$ cat config.mk
export PLATFORM = sky130hd
export DESIGN_NAME = reply_builder
export DESIGN_NICKNAME = d
export VERILOG_FILES = /design/src/rtl/secp_field_pkg.sv /design/src/rtl/secp_cmd_pkg.sv /design/src/rtl/reply_builder.sv
export VERILOG_INCLUDE_DIRS = /design/src /design/src/include
export SDC_FILE = /design/constraint.sdc
export NUM_CORES = 1
export LEC_CHECK = 0
export ABC_AREA = 1
export BUFFER_PORTS_ARGS = -buffer_cell sky130_fd_sc_hd__clkbuf_2
export CAP_MARGIN = 20
export CORE_AREA = 2 2 275 277
export DETAILED_ROUTE_END_ITERATION = 8
export DIE_AREA = 0 0 277 279
export PLACE_DENSITY = 0.65
export SYNTH_ARGS = -nofsm -noshare
export SYNTH_HDL_FRONTEND = slang
export SYNTH_SLANG_ARGS = --single-unit
$ cat constraint.sdc
create_clock -name i_clk -period 51.1 [get_ports i_clk]
set_input_delay 12.775 -clock i_clk [delete_from_list [all_inputs] [get_ports i_clk]]
set_output_delay 12.775 -clock i_clk [all_outputs]
set_load 0.02 [all_outputs]
$ cat src/include/secp_settings.svh
`ifndef SECP_SETTINGS_SVH
`define SECP_SETTINGS_SVH

// Width of one command or reply stream word
`define SECP_WORD_W 64

// Scalars mod n
`define SECP_SCALAR_W 256

// Words held by the command register file
`define SECP_REG_DEPTH 16

// Command code of VERIFY_SIG
`define SECP_CMD_VERIFY 16'h0201

`define SECP_RPL_WORDS 10

`endif

$ cat src/rtl/secp_field_pkg.sv
`include "secp_settings.svh"

package secp_field_pkg;

  typedef logic [`SECP_SCALAR_W-1:0] scalar_t;

  // secp256k1 group order
  localparam scalar_t CURVE_N =
    256'hFFFFFFFF_FFFFFFFF_FFFFFFFF_FFFFFFFE_BAAEDCE6_AF48A03B_BFD25E8C_D0364141;

  // Signature inputs, s in the low bits as it arrives first
  typedef struct packed {
    scalar_t hash;
    scalar_t r;
    scalar_t s;
  } sig_operands_t;

  typedef struct packed {
    scalar_t u2;
    scalar_t u1;
  } sig_results_t;

endpackage

$ cat src/rtl/secp_cmd_pkg.sv
`include "secp_settings.svh"

package secp_cmd_pkg;
  import secp_field_pkg::*;

  typedef logic [`SECP_WORD_W-1:0] word_t;

  typedef logic [$clog2(`SECP_REG_DEPTH)-1:0] reg_addr_t;

  typedef struct packed {
    word_t dat;
    logic  sop;
    logic  eop;
  } stream_beat_t;

  // First word of every command
  typedef struct packed {
    logic [31:0] rsvd;
    logic [15:0] tag;
    logic [15:0] code;
  } cmd_header_t;

  typedef struct packed {
    logic [5:0] rsvd;
    logic       out_of_range_r;
    logic       out_of_range_s;
  } ver_flags_t;

  // Header goes out first, so it sits in the low word
  typedef struct packed {
    scalar_t u2;
    scalar_t u1;
    word_t   index;
    word_t   header;
  } reply_t;

  // Word addresses of the stored command
  localparam reg_addr_t ADDR_HEADER = 4'd0;
  localparam reg_addr_t ADDR_INDEX  = 4'd1;
  localparam reg_addr_t ADDR_S      = 4'd2;
  localparam reg_addr_t ADDR_R      = 4'd6;
  localparam reg_addr_t ADDR_HASH   = 4'd10;

endpackage

$ cat src/rtl/reply_builder.sv
`timescale 1ns/100ps
`include "secp_settings.svh"

module reply_builder
  import secp_cmd_pkg::*;
(
  input  logic         i_clk,
  input  logic         i_rst,
  input  reply_t       i_reply,
  input  logic         i_done,
  output stream_beat_t o_rpl_beat,
  output logic         o_rpl_val,
  input  logic         i_rpl_rdy,
  output logic         o_idle
);

  localparam int CNT_W = $clog2(`SECP_RPL_WORDS);
  localparam logic [CNT_W-1:0] LAST_WORD = CNT_W'(`SECP_RPL_WORDS - 1);

  reply_t           sh;
  logic [CNT_W-1:0] cnt;
  logic             take;

  assign take = o_rpl_val && i_rpl_rdy;

  // Current word is always the low word of the shift register
  assign o_rpl_beat.dat = sh[`SECP_WORD_W-1:0];
  assign o_rpl_beat.sop = (cnt == '0);
  assign o_rpl_beat.eop = (cnt == LAST_WORD);
  assign o_idle         = ~o_rpl_val;

  always_ff @(posedge i_clk) begin
    if (i_rst) begin
      o_rpl_val <= 1'b0;
      cnt       <= '0;
    end else if (i_done) begin
      o_rpl_val <= 1'b1;
      cnt       <= '0;
    end else if (take) begin
      if (cnt == LAST_WORD) begin
        o_rpl_val <= 1'b0;
      end else begin
        cnt <= cnt + 1'b1;
      end
    end
  end

  always_ff @(posedge i_clk) begin
    if (i_done) begin
      sh <= i_reply;
    end else if (take) begin
      sh <= sh >> `SECP_WORD_W;
    end
  end

  a_hold_beat: assert property (@(posedge i_clk) disable iff (i_rst)
    (o_rpl_val && !i_rpl_rdy) |=> (o_rpl_val && $stable(o_rpl_beat)));

endmodule

==> reports/metrics.yaml <==
place_inst: 4232
core_um2: 74100
num_rows: 100
cts-htree-levels: 3
layout_commonest_cell: "nand2_1"
syn-cell-area_um2: 27700
grtUsageMet3_pct: 3.49
avgSynthCellArea_um2: 10.1
gp_congestion: 0.855
clk_pin_slew_ns: 0.06
finalSetupViolations: 0
grt_antenna_before_repair: 23
end_kind: "flip-flop"
ctsHoldBuffers: 0
crit_path_max_incr_delay_ns: 0.85
fin_setup_tns_ns: 0
layout_min_cycle_time_ns: 16.23
post_drt_wl_per_cell_um: 16.5
numPortBuffers: 711
synth_cell_type_count: 14
vdd_drop_max_v: 0.0000227
drt_iter0_markers: 1519
synth_warnings: 0
antenna_left: 0
worstPathArrival_ns: 16.43
layout.cells.non_filler: 4385
die_h_um: 279
busiest_layer: "met2"
syn2layout_area_growth_pct: 21.9
fin_ws_ns: 34.87
fmax_ghz: 0.0616
reg2regPathDepth: 4
syn_nets: 3386
r2r_start: "o_rpl_val$_SDFFE_PP0P_"
die_x_um: 277
grtUsageMet2_pct: 30.1
layout-drive-gt1-share_pct: 25.5
crit_chain: "buf_8, inv_8, nand2_4, buf_12, buf_4"
grt_pass1_wl_mm: 108
cts-root-buf: "clkbuf_16"
grt_max_degree: 239
synth_seq_area_share_pct: 69.7
use_met1_pct: 23.1
timing.rr.end: "sh[550]$_DFFE_PP_"
critPathSlowestCell: "buf_4"
final_cell_mix: "1,801 x nand2_1, 710 x clkbuf_2, 640 x edfxtp_1"
start_util_pct: 37.4
clock_skew_ns: 0.0228
hold_viol_final: 0
hold_end: "sh[558]$_DFFE_PP_"
power.total_mw: 1.27
cp.required_ns: 51.31
cts_sinks: 645
final_nets: 3986
gr-total-overflow: 0
route.detailed.drc: 0
synthCells: 2739
dp_slack_ns: 34.12
startpoint_type: "input port"
crit_type: "input port to flip-flop"
synth_top_cell_area_share_pct: 69.3
cts_tree: "yes"
cp_max_fo: 162
hold_path_startpoint: "sh[622]$_SDFFCE_PN0P_"
grt.total_usage_pct: 18.3
io_pins: 712
whs_path_depth: 2
num_vias: 19600
rrSetupSlack_ns: 47.73
yosysTopAreaCell: "edfxtp_1"
outcome: "finished clean"
tightestPinTransition_ns: 1.12
synthTopCellsByArea: "edfxtp_1 69%, nand2_1 24%, buf_4 2.9%, buf_2 1.5%, inv_2 0.51%"
grt_pass1_vias: 19200
clockBufferDepth: 3
wl_mm: 72.5
ctsResizeCount: 0
postCtsSetupBuffers: 0
ys_ff_latch: 645
clk_latency_ns: 0.60
dr.pass1.iters: 5
routed_via_density: 4.46
hpwl_mm: 50.7
cap_violations: 0
slew_violations: 0
rsz0062_at_grt: "no"
hp-class: "flip-flop to flip-flop"
period_share_pct: 31.8
fin_util_pct: 45.6
die-area_um2: 77300
p_per_area_nw_per_um2: 37.5
cts_buffers: 72
slew_headroom_pct: 25.4
leakagePower_nw: 16.4
[power breakdown]
| part | leakage [nW] | internal, mW | switching, mW | total, mW |
|---|---|---|---|---|
| combinational | 8.77 | 0.0421 | 0.0737 | 0.116 |
| clock | 1.11 | 0.283 | 0.212 | 0.496 |
| sequential | 6.53 | 0.642 | 0.0139 | 0.656 |
| total | 16.4 | 0.968 | 0.300 | 1.27 |
[synthesized netlist by cell type (all sizes together)]
library cell / n
buf: 188
nand4: 2
ha: 3
nor2: 6
inv: 73
edfxtp: 640
a21oi: 4
nand3: 3
o21ai: 2
nand2: 1802
dfxtp: 5
clkbuf: 11
[metal layers]
layer	wire length [um]	up-vias	part of all wire (%)
li1	-	9916	-
met1	30000	8914	41
met2	35600	610	49
met3	4050	136	5.6
met4	2710	2	3.7
met5	13	-	0.018
[cell type report]
type	count	area [um2]
fill	7000	40300
sequential	645	19300
timing repair buffer	725	3760
multi-input combinational	1822	6890
inverter	73	282
clock inverter	44	324
antenna	21	52.6
tap	969	1210
clock buffer	86	1940
[cells by family after synthesis]
| logic type | synth area share, % |
|---|---|
| simple gates | 24.6 |
| compound gates | 0.108 |
| buf+inv | 5.49 |
| flops | 69.7 |
| fa+ha+maj | 0.135 |
[flip-flops by register name, summed over array words and instances, names as in the netlist]
name and count:
cnt 4, o_rpl_beat 64, o_rpl_val 1, sh 576
[critical path: cells and delay by family]
family | cells | cell delay [ns]
buffers and inverters | 4 | 2.33
AND/OR/NAND/NOR | 1 | 0.79
[worst max path at each step]
stage	from	end	slack, ns	cells past startpoint
floorplan	i_done	o_rpl_beat[10]$_DFFE_PP_	23.00	4
global placement	i_done	o_rpl_beat[30]$_DFFE_PP_	34.14	5
detailed placement	i_done	sh[100]$_DFFE_PP_	34.12	5
CTS	i_done	sh[157]$_DFFE_PP_	34.78	5
global route	i_done	sh[488]$_DFFE_PP_	34.59	5
finish	i_done	sh[550]$_DFFE_PP_	34.87	5
[through the flow]
stage / area, um2 / hold WS (ns)
6_report: 33800 / 0.493
5_1_grt: 33800 / 0.510
4_1_cts: 33700 / 0.491
3_5_place_dp: 31400 / 0.494
3_3_place_gp: 31400 / 0.489
2_1_floorplan: 27700 / 0.484
No activity file was read; power rests on OpenSTA's default activity.
