==> config.mk <==
export PLATFORM = sky130hd
export DESIGN_NAME = sig_register_file
export DESIGN_NICKNAME = d
export VERILOG_FILES = /design/src/rtl/secp_field_pkg.sv /design/src/rtl/secp_cmd_pkg.sv /design/src/rtl/sig_register_file.sv
export VERILOG_INCLUDE_DIRS = /design/src /design/src/include
export SDC_FILE = /design/constraint.sdc
export NUM_CORES = 1
export LEC_CHECK = 0
export BUFFER_PORTS_ARGS = -buffer_cell sky130_fd_sc_hd__buf_2
export CORE_MARGIN = 2
export CORE_UTILIZATION = 61
export DETAILED_ROUTE_END_ITERATION = 8
export HOLD_SLACK_MARGIN = 0.05
export PLACE_DENSITY = 0.79
export SYNTH_ARGS = -nofsm -noshare
export SYNTH_HDL_FRONTEND = slang
export SYNTH_SLANG_ARGS = --single-unit
==> constraint.sdc <==
create_clock -name i_clk -period 7.5 [get_ports i_clk]
set_clock_uncertainty 0.2 [all_clocks]
set_input_delay 0.75 -clock i_clk [delete_from_list [all_inputs] [get_ports i_clk]]
set_output_delay 0.75 -clock i_clk [all_outputs]
set_load 0.02 [all_outputs]
==> src/include/secp_settings.svh <==
`ifndef SECP_SETTINGS_SVH
`define SECP_SETTINGS_SVH

// Width of one command or reply stream word
`define SECP_WORD_W 64

// Scalars mod n
`define SECP_SCALAR_W 256

// Words held by the command register file
`define SECP_REG_DEPTH 16

// Command code of VERIFY_SIG
`define SECP_CMD_VERIFY 16'h0201

`define SECP_RPL_WORDS 10

`endif

==> src/rtl/secp_field_pkg.sv <==
`include "secp_settings.svh"

package secp_field_pkg;

  typedef logic [`SECP_SCALAR_W-1:0] scalar_t;

  // secp256k1 group order
  localparam scalar_t CURVE_N =
    256'hFFFFFFFF_FFFFFFFF_FFFFFFFF_FFFFFFFE_BAAEDCE6_AF48A03B_BFD25E8C_D0364141;

  // Signature inputs, s in the low bits as it arrives first
  typedef struct packed {
    scalar_t hash;
    scalar_t r;
    scalar_t s;
  } sig_operands_t;

  typedef struct packed {
    scalar_t u2;
    scalar_t u1;
  } sig_results_t;

endpackage

==> src/rtl/secp_cmd_pkg.sv <==
`include "secp_settings.svh"

package secp_cmd_pkg;
  import secp_field_pkg::*;

  typedef logic [`SECP_WORD_W-1:0] word_t;

  typedef logic [$clog2(`SECP_REG_DEPTH)-1:0] reg_addr_t;

  typedef struct packed {
    word_t dat;
    logic  sop;
    logic  eop;
  } stream_beat_t;

  // First word of every command
  typedef struct packed {
    logic [31:0] rsvd;
    logic [15:0] tag;
    logic [15:0] code;
  } cmd_header_t;

  typedef struct packed {
    logic [5:0] rsvd;
    logic       out_of_range_r;
    logic       out_of_range_s;
  } ver_flags_t;

  // Header goes out first, so it sits in the low word
  typedef struct packed {
    scalar_t u2;
    scalar_t u1;
    word_t   index;
    word_t   header;
  } reply_t;

  // Word addresses of the stored command
  localparam reg_addr_t ADDR_HEADER = 4'd0;
  localparam reg_addr_t ADDR_INDEX  = 4'd1;
  localparam reg_addr_t ADDR_S      = 4'd2;
  localparam reg_addr_t ADDR_R      = 4'd6;
  localparam reg_addr_t ADDR_HASH   = 4'd10;

endpackage

==> src/rtl/sig_register_file.sv <==
`timescale 1ns/100ps
`include "secp_settings.svh"

module sig_register_file
  import secp_cmd_pkg::*;
(
  input  logic      i_clk,
  input  logic      i_wr_en,
  input  reg_addr_t i_wr_addr,
  input  word_t     i_wr_dat,
  input  logic      i_dbg_rd,
  input  reg_addr_t i_dbg_addr,
  output word_t     o_dbg_dat,
  output logic      o_dbg_val = 1'b0
);

  word_t mem [`SECP_REG_DEPTH];
  word_t rd_q;
  // Read-valid pipeline, one bit per read in flight
  logic  rd_d1 = 1'b0;

  always_ff @(posedge i_clk) begin
    if (i_wr_en) begin
      mem[i_wr_addr] <= i_wr_dat;
    end
  end

  // Memory output register then output register
  always_ff @(posedge i_clk) begin
    rd_q      <= mem[i_dbg_addr];
    o_dbg_dat <= rd_q;
  end

  always_ff @(posedge i_clk) begin
    rd_d1     <= i_dbg_rd;
    o_dbg_val <= rd_d1;
  end

  a_dbg_latency: assert property (@(posedge i_clk) i_dbg_rd |-> ##2 o_dbg_val);

endmodule

==> metrics.csv <==
stage,metric,value,unit
sta,rsz0062_at_grt,false,
setup_path,reg2reg_depth,3,
die,dieArea,69100,sq um
detailed_routing,drt_iter0_drc,2276,
logic_synthesis,ys_seq_area_frac,0.815,
detailed_routing,ant_nets,0,
placed_design,io_buffer_count,139,
detailed_routing,drc,0,
flow_run,drv_cap,0,
setup_path,path_max_fanout,40,
detailed_routing,drt-total-wl,88500,um
min_path,hold_depth,0,
sta,fmax,336,MHz
setup_path,r2r-start,mem[0][16]$_DFFE_PP_,
sta,min_period_over_period,0.397,
layout,final_cell_mix,"1,024 x edfxtp_1, 256 x mux4_2, 137 x buf_2, 130 x dfxtp_1, 128 x a22oi_1",
logic_synthesis,yosys.cell_types.count,18,
clock_tree,clock-sinks,1154,
clock_tree,cts_buffer_depth,3,
detailed_routing,dr.pass1.iters,5,
clock_tree,cts.clk_slew.worst_paths,60,ps
power,ir_worst_vdd,0.217,mV
die,placeableCoreArea,66100,sq um
setup_path,critPathKind,in -> reg,
setup_path,worstReg2RegEnd,rd_q[16]$_DFF_P_,
sta,hold_viol,0,
layout,final_common_cell,edfxtp_1,
power,switching_share,0.209,
layout,layout-drive-gt1-share,0.305,
logic_synthesis,syn_nets,1788,
sta,slew_viol_final,0,
logic_synthesis,synth_cells,1713,
sta,setup_ws,4520,ps
global_route,grt_pass1_vias,19800,
die,pin_count,140,
sta,finalSetupTns,0,ps
power,netSwitchingPower,2780,uW
layout,multi_input_area,7230,sq um
setup_path,cp-end-kind,register,
sta,slew_headroom,0.267,
setup_path,rrSetupSlack,5900,ps
min_path,hold_path_startpoint,rd_q[7]$_DFF_P_,
sta,tightest_slew,1100,ps
clock_tree,clkLatencyLatePin,680,ps
outcome,status,finished clean,
clock_tree,cts_root_buf,clkbuf_16,
setup_path,crit_path_start_kind,primary input,
min_path,whs_endpoint,o_dbg_dat[7]$_DFF_P_,
min_path,hold_path.class,reg -> reg,
die,die_x,263,um
power,cellPowerDensity,288,nW/um^2
placed_design,gp_congestion,0.744,
power,clock_power_share,0.410,
detailed_routing,wl_per_cell,30.8,um
logic_synthesis,ys_seq_elements,1154,
die,chipHeight,263,um
power,power_leakage,0.0150,uW
setup_path,arrival,3060,ps
logic_synthesis,yosysWarnings,0,
layout,nFillCells,3744,
placed_design,post-dp-hpwl,41300,um
layout,regArea,33400,sq um
global_route,antenna_found_initial,8,
global_route,grt_max_degree,161,
layout,final_core_util,0.700,
logic_synthesis,syn_area,40900,sq um
power,power_frac_seq,0.544,
clock_tree,cts_tree,done,
logic_synthesis,synth_area_per_cell,23.9,sq um
clock_tree,post_cts_buffers,0,
layout,nNetsFinal,1983,
power,internal_power,10500,uW
sta,min_period,2980,ps
global_route,grt_pass1_wl,130000,um
clock_tree,numCtsBuffers,107,
placed_design,dp_slack,3880,ps
sta,finalSetupViolCount,0,
layout,syn_to_final_growth,13.1,%
die,start_util,0.619,
global_route,grt.total_usage,0.261,
clock_tree,h-tree-depth,3,
die,rows,94,
power,comb_power_share,0.046,
detailed_routing,viasPerCell,6.55,
global_route,grt_overflow,0,
setup_path,worstPathRequired,7590,ps
detailed_routing,vias,18800,
==> synth_stat cells <==
library cell  count  area (sq um)
edfxtp_1       1024         30700
mux4_2          256          5770
dfxtp_1         130          2600
a22oi_1         128           961
nand2_1          65           244
clkbuf_1         36           135
buf_1            16          60.1
buf_2            13          65.1
buf_6            13           146
nor2_1           13          48.8
buf_4             6          45.0
nor3_1            4          20.0
nand2b_1          2          12.5
nand3b_1          2          15.0
nor2b_1           2          12.5
and2_1            1          6.26
nand3_1           1          5.00
or3b_2            1          8.76
==> worst max-delay path, cell delays in order <==
cell      delay [ps]
buf_2            120
nand3b_1         400
nor2_4           970
buf_4            790
==> logic make-up after synthesis <==
| logic type | share of synthesized area |
|---|---|
| compound gates | 0.0235 |
| buf+inv | 0.0110 |
| flops | 0.815 |
| mux | 0.141 |
| simple gates | 0.00912 |
==> power groups by stage <==
stage / Sequential (uW) / Combinational, uW / Clock (uW)
global route: 7260 / 660 / 5760
CTS: 7250 / 623 / 5530
detailed placement: 7380 / 614 / 0
finish: 7250 / 618 / 5460
global placement: 7370 / 596 / 0
floorplan: 7420 / 324 / 0
==> area by class of cell <==
cell class                      instances  area share
Clock inverter                         63      0.0148
Multi-Input combinational cell        475       0.156
Sequential cell                      1154       0.721
Clock buffer                          141      0.0626
Tap cell                              864      0.0234
Antenna cell                            4    0.000216
Timing Repair Buffer                  170      0.0214
==> flip-flops by register name, summed over array words and instances (netlist names) <==
register	flops
o_dbg_dat	64
mem	1024
rd_q	64
o_dbg_val	1
rd_d1	1
==> timing repair <==
action                                 4_1_cts  5_1_grt
endpoints found under the hold margin        1        0
resized for setup                            0        0
hold buffers                                 1        0
==> per-layer routing <==
metal / vias up / global-route usage / share of wire
met5: - / 0 / 0.00094
met4: 12 / 0.0761 / 0.024
met3: 182 / 0.0558 / 0.095
met2: 1028 / 0.430 / 0.51
met1: 9921 / 0.359 / 0.37
li1: 7648 / - / -
==> metrics by stage <==
| stage | std cells | total power [uW] | hold WS [ps] | instance area, sq um |
|---|---|---|---|---|
| floorplan | 1713 | 7740 | 110 | 40900 |
| global placement | 2662 | 7970 | 112 | 42600 |
| detailed placement | 2662 | 8000 | 112 | 42600 |
| CTS | 2867 | 13400 | 125 | 46200 |
| global route | 2868 | 13700 | 128 | 46200 |
| finish | 2871 | 13300 | 123 | 46200 |
==> how the worst max path moves through the flow <==
stage / from / to / slack (ps) / cells past startpoint
6_report: i_wr_addr[3] / mem[5][49]$_DFFE_PP_ / 4520 / 4
5_1_grt: i_dbg_addr[0] / rd_q[21]$_DFF_P_ / 4460 / 5
4_1_cts: i_wr_addr[3] / mem[5][43]$_DFFE_PP_ / 4550 / 4
3_5_place_dp: i_wr_addr[3] / mem[7][42]$_DFFE_PP_ / 3880 / 4
3_3_place_gp: i_wr_addr[2] / mem[3][48]$_DFFE_PP_ / 3910 / 4
2_1_floorplan: i_wr_addr[2] / mem[0][0]$_DFFE_PP_ / 1120 / 2
Power figures use the tool's default switching activity.
