### config.mk
export PLATFORM = sky130hd
export DESIGN_NAME = cmd_parser
export DESIGN_NICKNAME = d
export VERILOG_FILES = /design/src/rtl/secp_field_pkg.sv /design/src/rtl/secp_cmd_pkg.sv /design/src/rtl/cmd_parser.sv
export VERILOG_INCLUDE_DIRS = /design/src /design/src/include
export SDC_FILE = /design/constraint.sdc
export NUM_CORES = 1
export LEC_CHECK = 0
export BUFFER_PORTS_ARGS = -buffer_cell sky130_fd_sc_hd__buf_2
export CORE_AREA = 2 2 403 405
export CTS_CLUSTER_SIZE = 40
export DETAILED_ROUTE_END_ITERATION = 16
export DIE_AREA = 0 0 405 407
export MAX_ROUTING_LAYER = met4
export RECOVER_POWER = 100
export SETUP_SLACK_MARGIN = 0.3
export SLEW_MARGIN = 10
export SYNTH_ARGS = -nofsm -noshare
export SYNTH_HDL_FRONTEND = slang
export SYNTH_SLANG_ARGS = --single-unit
### constraint.sdc
create_clock -name i_clk -period 19.7 [get_ports i_clk]
set_input_delay 1.97 -clock i_clk [delete_from_list [all_inputs] [get_ports i_clk]]
set_output_delay 1.97 -clock i_clk [all_outputs]
set_load 0.02 [all_outputs]
### src/include/secp_settings.svh
`ifndef SECP_SETTINGS_SVH
`define SECP_SETTINGS_SVH

// Width of one command or reply stream word
`define SECP_WORD_W 64

// Scalars mod n
`define SECP_SCALAR_W 256

// Words held by the command register file
`define SECP_REG_DEPTH 16

// Command code of VERIFY_SIG
`define SECP_CMD_VERIFY 16'h0201

`define SECP_RPL_WORDS 10

`endif

### src/rtl/secp_field_pkg.sv
`include "secp_settings.svh"

package secp_field_pkg;

  typedef logic [`SECP_SCALAR_W-1:0] scalar_t;

  // secp256k1 group order
  localparam scalar_t CURVE_N =
    256'hFFFFFFFF_FFFFFFFF_FFFFFFFF_FFFFFFFE_BAAEDCE6_AF48A03B_BFD25E8C_D0364141;

  // Signature inputs, s in the low bits as it arrives first
  typedef struct packed {
    scalar_t hash;
    scalar_t r;
    scalar_t s;
  } sig_operands_t;

  typedef struct packed {
    scalar_t u2;
    scalar_t u1;
  } sig_results_t;

endpackage

### src/rtl/secp_cmd_pkg.sv
`include "secp_settings.svh"

package secp_cmd_pkg;
  import secp_field_pkg::*;

  typedef logic [`SECP_WORD_W-1:0] word_t;

  typedef logic [$clog2(`SECP_REG_DEPTH)-1:0] reg_addr_t;

  typedef struct packed {
    word_t dat;
    logic  sop;
    logic  eop;
  } stream_beat_t;

  // First word of every command
  typedef struct packed {
    logic [31:0] rsvd;
    logic [15:0] tag;
    logic [15:0] code;
  } cmd_header_t;

  typedef struct packed {
    logic [5:0] rsvd;
    logic       out_of_range_r;
    logic       out_of_range_s;
  } ver_flags_t;

  // Header goes out first, so it sits in the low word
  typedef struct packed {
    scalar_t u2;
    scalar_t u1;
    word_t   index;
    word_t   header;
  } reply_t;

  // Word addresses of the stored command
  localparam reg_addr_t ADDR_HEADER = 4'd0;
  localparam reg_addr_t ADDR_INDEX  = 4'd1;
  localparam reg_addr_t ADDR_S      = 4'd2;
  localparam reg_addr_t ADDR_R      = 4'd6;
  localparam reg_addr_t ADDR_HASH   = 4'd10;

endpackage

### src/rtl/cmd_parser.sv
`timescale 1ns/100ps
`include "secp_settings.svh"

module cmd_parser
  import secp_field_pkg::*;
  import secp_cmd_pkg::*;
(
  input  logic          i_clk,
  input  logic          i_rst,
  input  stream_beat_t  i_cmd_beat,
  input  logic          i_cmd_val,
  output logic          o_cmd_rdy,
  input  logic          i_reply_idle,
  output logic          o_wr_en,
  output reg_addr_t     o_wr_addr,
  output word_t         o_wr_dat,
  output cmd_header_t   o_hdr,
  output word_t         o_index,
  output sig_operands_t o_ops,
  output logic          o_start
);

  // s, r and hash words after the index
  localparam logic [3:0] PARSE_LAST = 4'(3 * `SECP_SCALAR_W / `SECP_WORD_W - 1);

  typedef enum logic [2:0] {S_IDLE, S_INDEX, S_PARSE, S_IGNORE, S_WAIT_REPLY} state_t;

  state_t      state;
  logic [3:0]  cnt;
  logic        reply_seen;
  logic        take;
  cmd_header_t hdr_in;

  assign take   = i_cmd_val && o_cmd_rdy;
  assign hdr_in = i_cmd_beat.dat;

  always_ff @(posedge i_clk) begin
    if (i_rst) begin
      state      <= S_IDLE;
      o_cmd_rdy  <= 1'b0;
      o_wr_en    <= 1'b0;
      o_start    <= 1'b0;
      cnt        <= '0;
      reply_seen <= 1'b0;
    end else begin
      o_wr_en <= 1'b0;
      o_start <= 1'b0;
      case (state)
        S_IDLE: begin
          o_cmd_rdy <= 1'b1;
          cnt       <= '0;
          if (take) begin
            if (hdr_in.code == `SECP_CMD_VERIFY) begin
              o_wr_en <= 1'b1;
              state   <= S_INDEX;
            end else if (!i_cmd_beat.eop) begin
              state <= S_IGNORE;
            end
          end
        end
        S_INDEX: begin
          if (take) begin
            o_wr_en <= 1'b1;
            state   <= S_PARSE;
          end
        end
        S_PARSE: begin
          if (take) begin
            o_wr_en <= 1'b1;
            cnt     <= cnt + 4'd1;
            if (cnt == PARSE_LAST) begin
              // One command in flight, hold off the sender until the reply is out
              o_cmd_rdy  <= 1'b0;
              o_start    <= 1'b1;
              reply_seen <= 1'b0;
              state      <= S_WAIT_REPLY;
            end
          end
        end
        S_IGNORE: begin
          if (take && i_cmd_beat.eop) begin
            state <= S_IDLE;
          end
        end
        S_WAIT_REPLY: begin
          if (!i_reply_idle) begin
            reply_seen <= 1'b1;
          end
          if (reply_seen && i_reply_idle) begin
            o_cmd_rdy <= 1'b1;
            state     <= S_IDLE;
          end
        end
        default: state <= S_IDLE;
      endcase
    end
  end

  // Register file write data and operand assembly
  always_ff @(posedge i_clk) begin
    if (take) begin
      o_wr_dat <= i_cmd_beat.dat;
      case (state)
        S_IDLE: begin
          o_wr_addr <= ADDR_HEADER;
          o_hdr     <= hdr_in;
        end
        S_INDEX: begin
          o_wr_addr <= ADDR_INDEX;
          o_index   <= i_cmd_beat.dat;
        end
        S_PARSE: begin
          // s, r and hash are stored back to back from ADDR_S
          o_wr_addr <= ADDR_S + cnt;
          o_ops[cnt*`SECP_WORD_W +: `SECP_WORD_W] <= i_cmd_beat.dat;
        end
        default: ;
      endcase
    end
  end

endmodule

==> flow_metrics.env <==
export IMPL_status="finished with violations"
export IMPL_violations="capacitance limit, slew limit"
export IMPL_postCtsHoldBufs=0
export IMPL_initial_core_util_pct=21.7
export IMPL_crit_fanout=86
export IMPL_use_met2_pct=32.1
export IMPL_grt_pass1_vias=22400
export IMPL_ys_warn_count=0
export IMPL_arrival_ns=10.07
export IMPL_tns_ns=0
export IMPL_cap_violations=84
export IMPL_worstSetupPathType="register to register"
export IMPL_worstHoldStart="reply_seen"
export IMPL_rsz0062_at_grt="false"
export IMPL_num_rows=147
export IMPL_p_leak_nw=14.8
export IMPL_drt_initial_drc_count=3212
export IMPL_grt_first_pass_wirelength_mm=205
export IMPL_yosysTopAreaCell="edfxtp_1"
export IMPL_clockBufferDepth=3
export IMPL_cts_inserted_buffers=105
export IMPL_drc=0
export IMPL_vias=23800
export IMPL_p_sw_share_pct=22.9
export IMPL_end_kind="register"
export IMPL_fill_cells=16600
export IMPL_slew_viol_final=2524
export IMPL_worst_slew_pin_slew_ns=6.97
export IMPL_syn_to_final_growth_pct=28.2
export IMPL_hold_path_class="register to register"
export IMPL_nets=3232
export IMPL_antenna_found_initial=51
export IMPL_drt_pass1_iter_count=6
export IMPL_fmax_mhz=102
export IMPL_cts_clk_slew_worst_paths_ns=0.06
export IMPL_met3_usage_pct=4.63
export IMPL_crit_required_ns=19.95
export IMPL_synth_top_area_share_pct=83.1
export IMPL_met1_usage_pct=22.8
export IMPL_cts_setup_buffers=0
export IMPL_pwr_share_seq_pct=51.2
export IMPL_period_needed_ns=9.82
export IMPL_ys_ff_latch=975
export IMPL_grt_util_all_layers_pct=19.4
export IMPL_busiest_layer="met2"
export IMPL_r2r_start="cnt[1]"
export IMPL_cp_cell_sequence="inv_1, ha_1, nor2b_1, ha_1, and3_2, clkbuf_1, and3_1, clkbuf_1"
export IMPL_ant_nets=0
export IMPL_core_um2=160000
export IMPL_hold_viol=0
export IMPL_clk_latency_ns=0.73
export IMPL_yosysSeqAreaShare_pct=83.7
export IMPL_drt_wl_total_mm=163
export IMPL_ioPinCount=1037
export IMPL_dp_hpwl_mm=107
export IMPL_relSlewSlack_pct=-364
export IMPL_cts_root_buf="clkbuf_16"
export IMPL_via_per_inst=4.38
export IMPL_synth_net_count=2178
export IMPL_power_switching_mw=1.02
export IMPL_p_int_mw=3.44
export IMPL_pwr_density_cell_nw_per_um2=100
export IMPL_cp_slowest_stage_delay_ns=3.18
export IMPL_dp_cells=5206
export IMPL_cts_tree="done"
export IMPL_die_h_um=407
export IMPL_grt_max_degree=124
export IMPL_grt_ovfl_total=0
export IMPL_io_buffers=1035
export IMPL_setup_violations_final=0
export IMPL_yosysUniqueCellTypes=45
export IMPL_wl_per_cell_um=30.0
export IMPL_instances_no_fill=5433
export IMPL_die_w_um=405
export IMPL_slowest_stage="clkbuf_1"
export IMPL_cts_sinks=975
export IMPL_peakVddDrop_mv=0.0742
export IMPL_startpoint_type="register"
export IMPL_drive_above_1_share_pct=5.32
export IMPL_power_frac_comb_pct=3.4
export IMPL_netlist_area_um2=34800
export IMPL_avgSynthCellArea_um2=16.6
export IMPL_routabilityCongestion=0.816
export IMPL_post_route_period_util_pct=49.8
export IMPL_htreeDepth=3
export IMPL_dieArea_um2=165000
export IMPL_fin_hold_ws_ns=0.528
export IMPL_crit_start="cnt[1]"
export IMPL_synthTopCellsByArea="edfxtp_1 83%, and3_1 4.7%, nor2_1 3.7%, and2_1 3.5%, nand2_1 1.3%"
export IMPL_power_share_clock_pct=45.4
export IMPL_cts_resized=0
export IMPL_fin_skew_ns=0.0211
export IMPL_synth_cells=2100
[final timing paths]
| path | endpoint | slack (ns) | cells after the start |
|---|---|---|---|
| worst min-delay path | reply_seen | 0.53 | 1 |
| worst max-delay path | o_ops[81] | 9.88 | 8 |
| worst min register to register | reply_seen | 0.53 | 1 |
| worst max register to register | o_ops[81] | 9.88 | 8 |
[cell families (layout without fill, tap and decap cells)]
family                     Yosys count  after routing  share of synthesized area [%]
AOI/OAI and AO/OA                   23             23                          0.463
adders and majority gates            8              8                          0.287
other                                0             37                              0
and+or+nand+nor                    952            952                           13.8
DFF                                975            975                           83.7
xor gates and xnor gates             3              3                         0.0754
buffers and inverters              139           1275                           1.61
[per-stage QoR]
step	worst slack (ns)	power [mW]	util, %	instance area, um^2
5_1_grt	9.23	4.58	27.8	44600
3_3_place_gp	14.66	2.49	26.6	42700
6_report	9.88	4.47	27.9	44700
4_1_cts	14.98	4.51	28.8	46200
2_1_floorplan	9.09	2.38	-	34800
3_5_place_dp	14.61	2.49	26.6	42700
[power groups by stage]
stage	clock, mW	combinational [mW]	sequential (mW)
finish	2.03	0.153	2.29
global route	2.13	0.158	2.29
CTS	2.06	0.165	2.28
detailed placement	0	0.165	2.33
global placement	0	0.164	2.33
floorplan	0	0.0247	2.35
[final cells by class]
type                       count  area [um^2]  area share, %
inverter                       7         27.5         0.0616
tap                         2160         2700           6.05
clock buffer                 125         2750           6.15
multi-input combinational    986         5110           11.4
antenna                       37         92.6          0.207
clock inverter                64          723           1.62
sequential                   975        29200           65.3
timing repair buffer        1079         4090           9.16
[registers in the layout, indices dropped and copies added (netlist names)]
signal / count
o_cmd_rdy: 1
o_start: 1
o_index: 64
state: 3
o_hdr: 64
o_wr_en: 1
cnt: 4
o_ops: 768
o_wr_addr: 4
o_wr_dat: 64
reply_seen: 1
[Yosys cell counts, drive strengths merged]
| library cell | instances |
|---|---|
| nor2 | 339 |
| nand3 | 5 |
| a2111oi | 1 |
| dfxtp | 11 |
| buf | 25 |
| or2b | 1 |
| a211oi | 1 |
| o211ai | 1 |
| a31o | 1 |
| a21boi | 1 |
| or4 | 2 |
| nor3b | 2 |
| and2b | 2 |
| clkbuf | 107 |
| ha | 8 |
| and3 | 261 |
| a311oi | 1 |
| or3b | 1 |
| o211a | 2 |
| nand2b | 4 |
| nand2 | 121 |
| or3 | 2 |
| nor2b | 2 |
| nand3b | 1 |
| inv | 7 |
| and2 | 194 |
| nand4 | 2 |
| nor4 | 3 |
| o21a | 2 |
| nor3 | 7 |
| xnor2 | 3 |
| and3b | 1 |
| o21ai | 4 |
| a21oi | 6 |
| o31a | 1 |
| a22o | 1 |
| edfxtp | 964 |
| nor4b | 2 |
| o32a | 1 |
[layout by cell type (no fill, tap or decap), types with 5 or more instances in the layout]
cell       instances
a21oi_1            6
and2_0           110
and2_1            84
and3_1           259
buf_2             13
bufinv_16         11
clkbuf_1        1080
clkbuf_16        107
clkinv_1          21
clkinv_2          15
dfxtp_1           11
diode_2           37
edfxtp_1         964
ha_1               8
inv_1              6
inv_8              5
nand2_1          121
nand3_1            5
nor2_1           339
nor3_1             7
[layer usage]
metal | wire length [um] | vias up
met3 | 17200 | 285
met1 | 58900 | 12100
li1 | - | 9786
met2 | 80800 | 1598
met4 | 6130 | 0
met5 | 0 | -
[worst max-delay path: cells and delay by family (launching register included)]
kind	cells	cell delay [ns]
buffers and inverters	3	5.66
AND/OR/NAND/NOR	3	2.47
adder cells (fa/ha/maj)	2	0.67
flip-flops	1	0.46
Power figures use the tool's default switching activity.
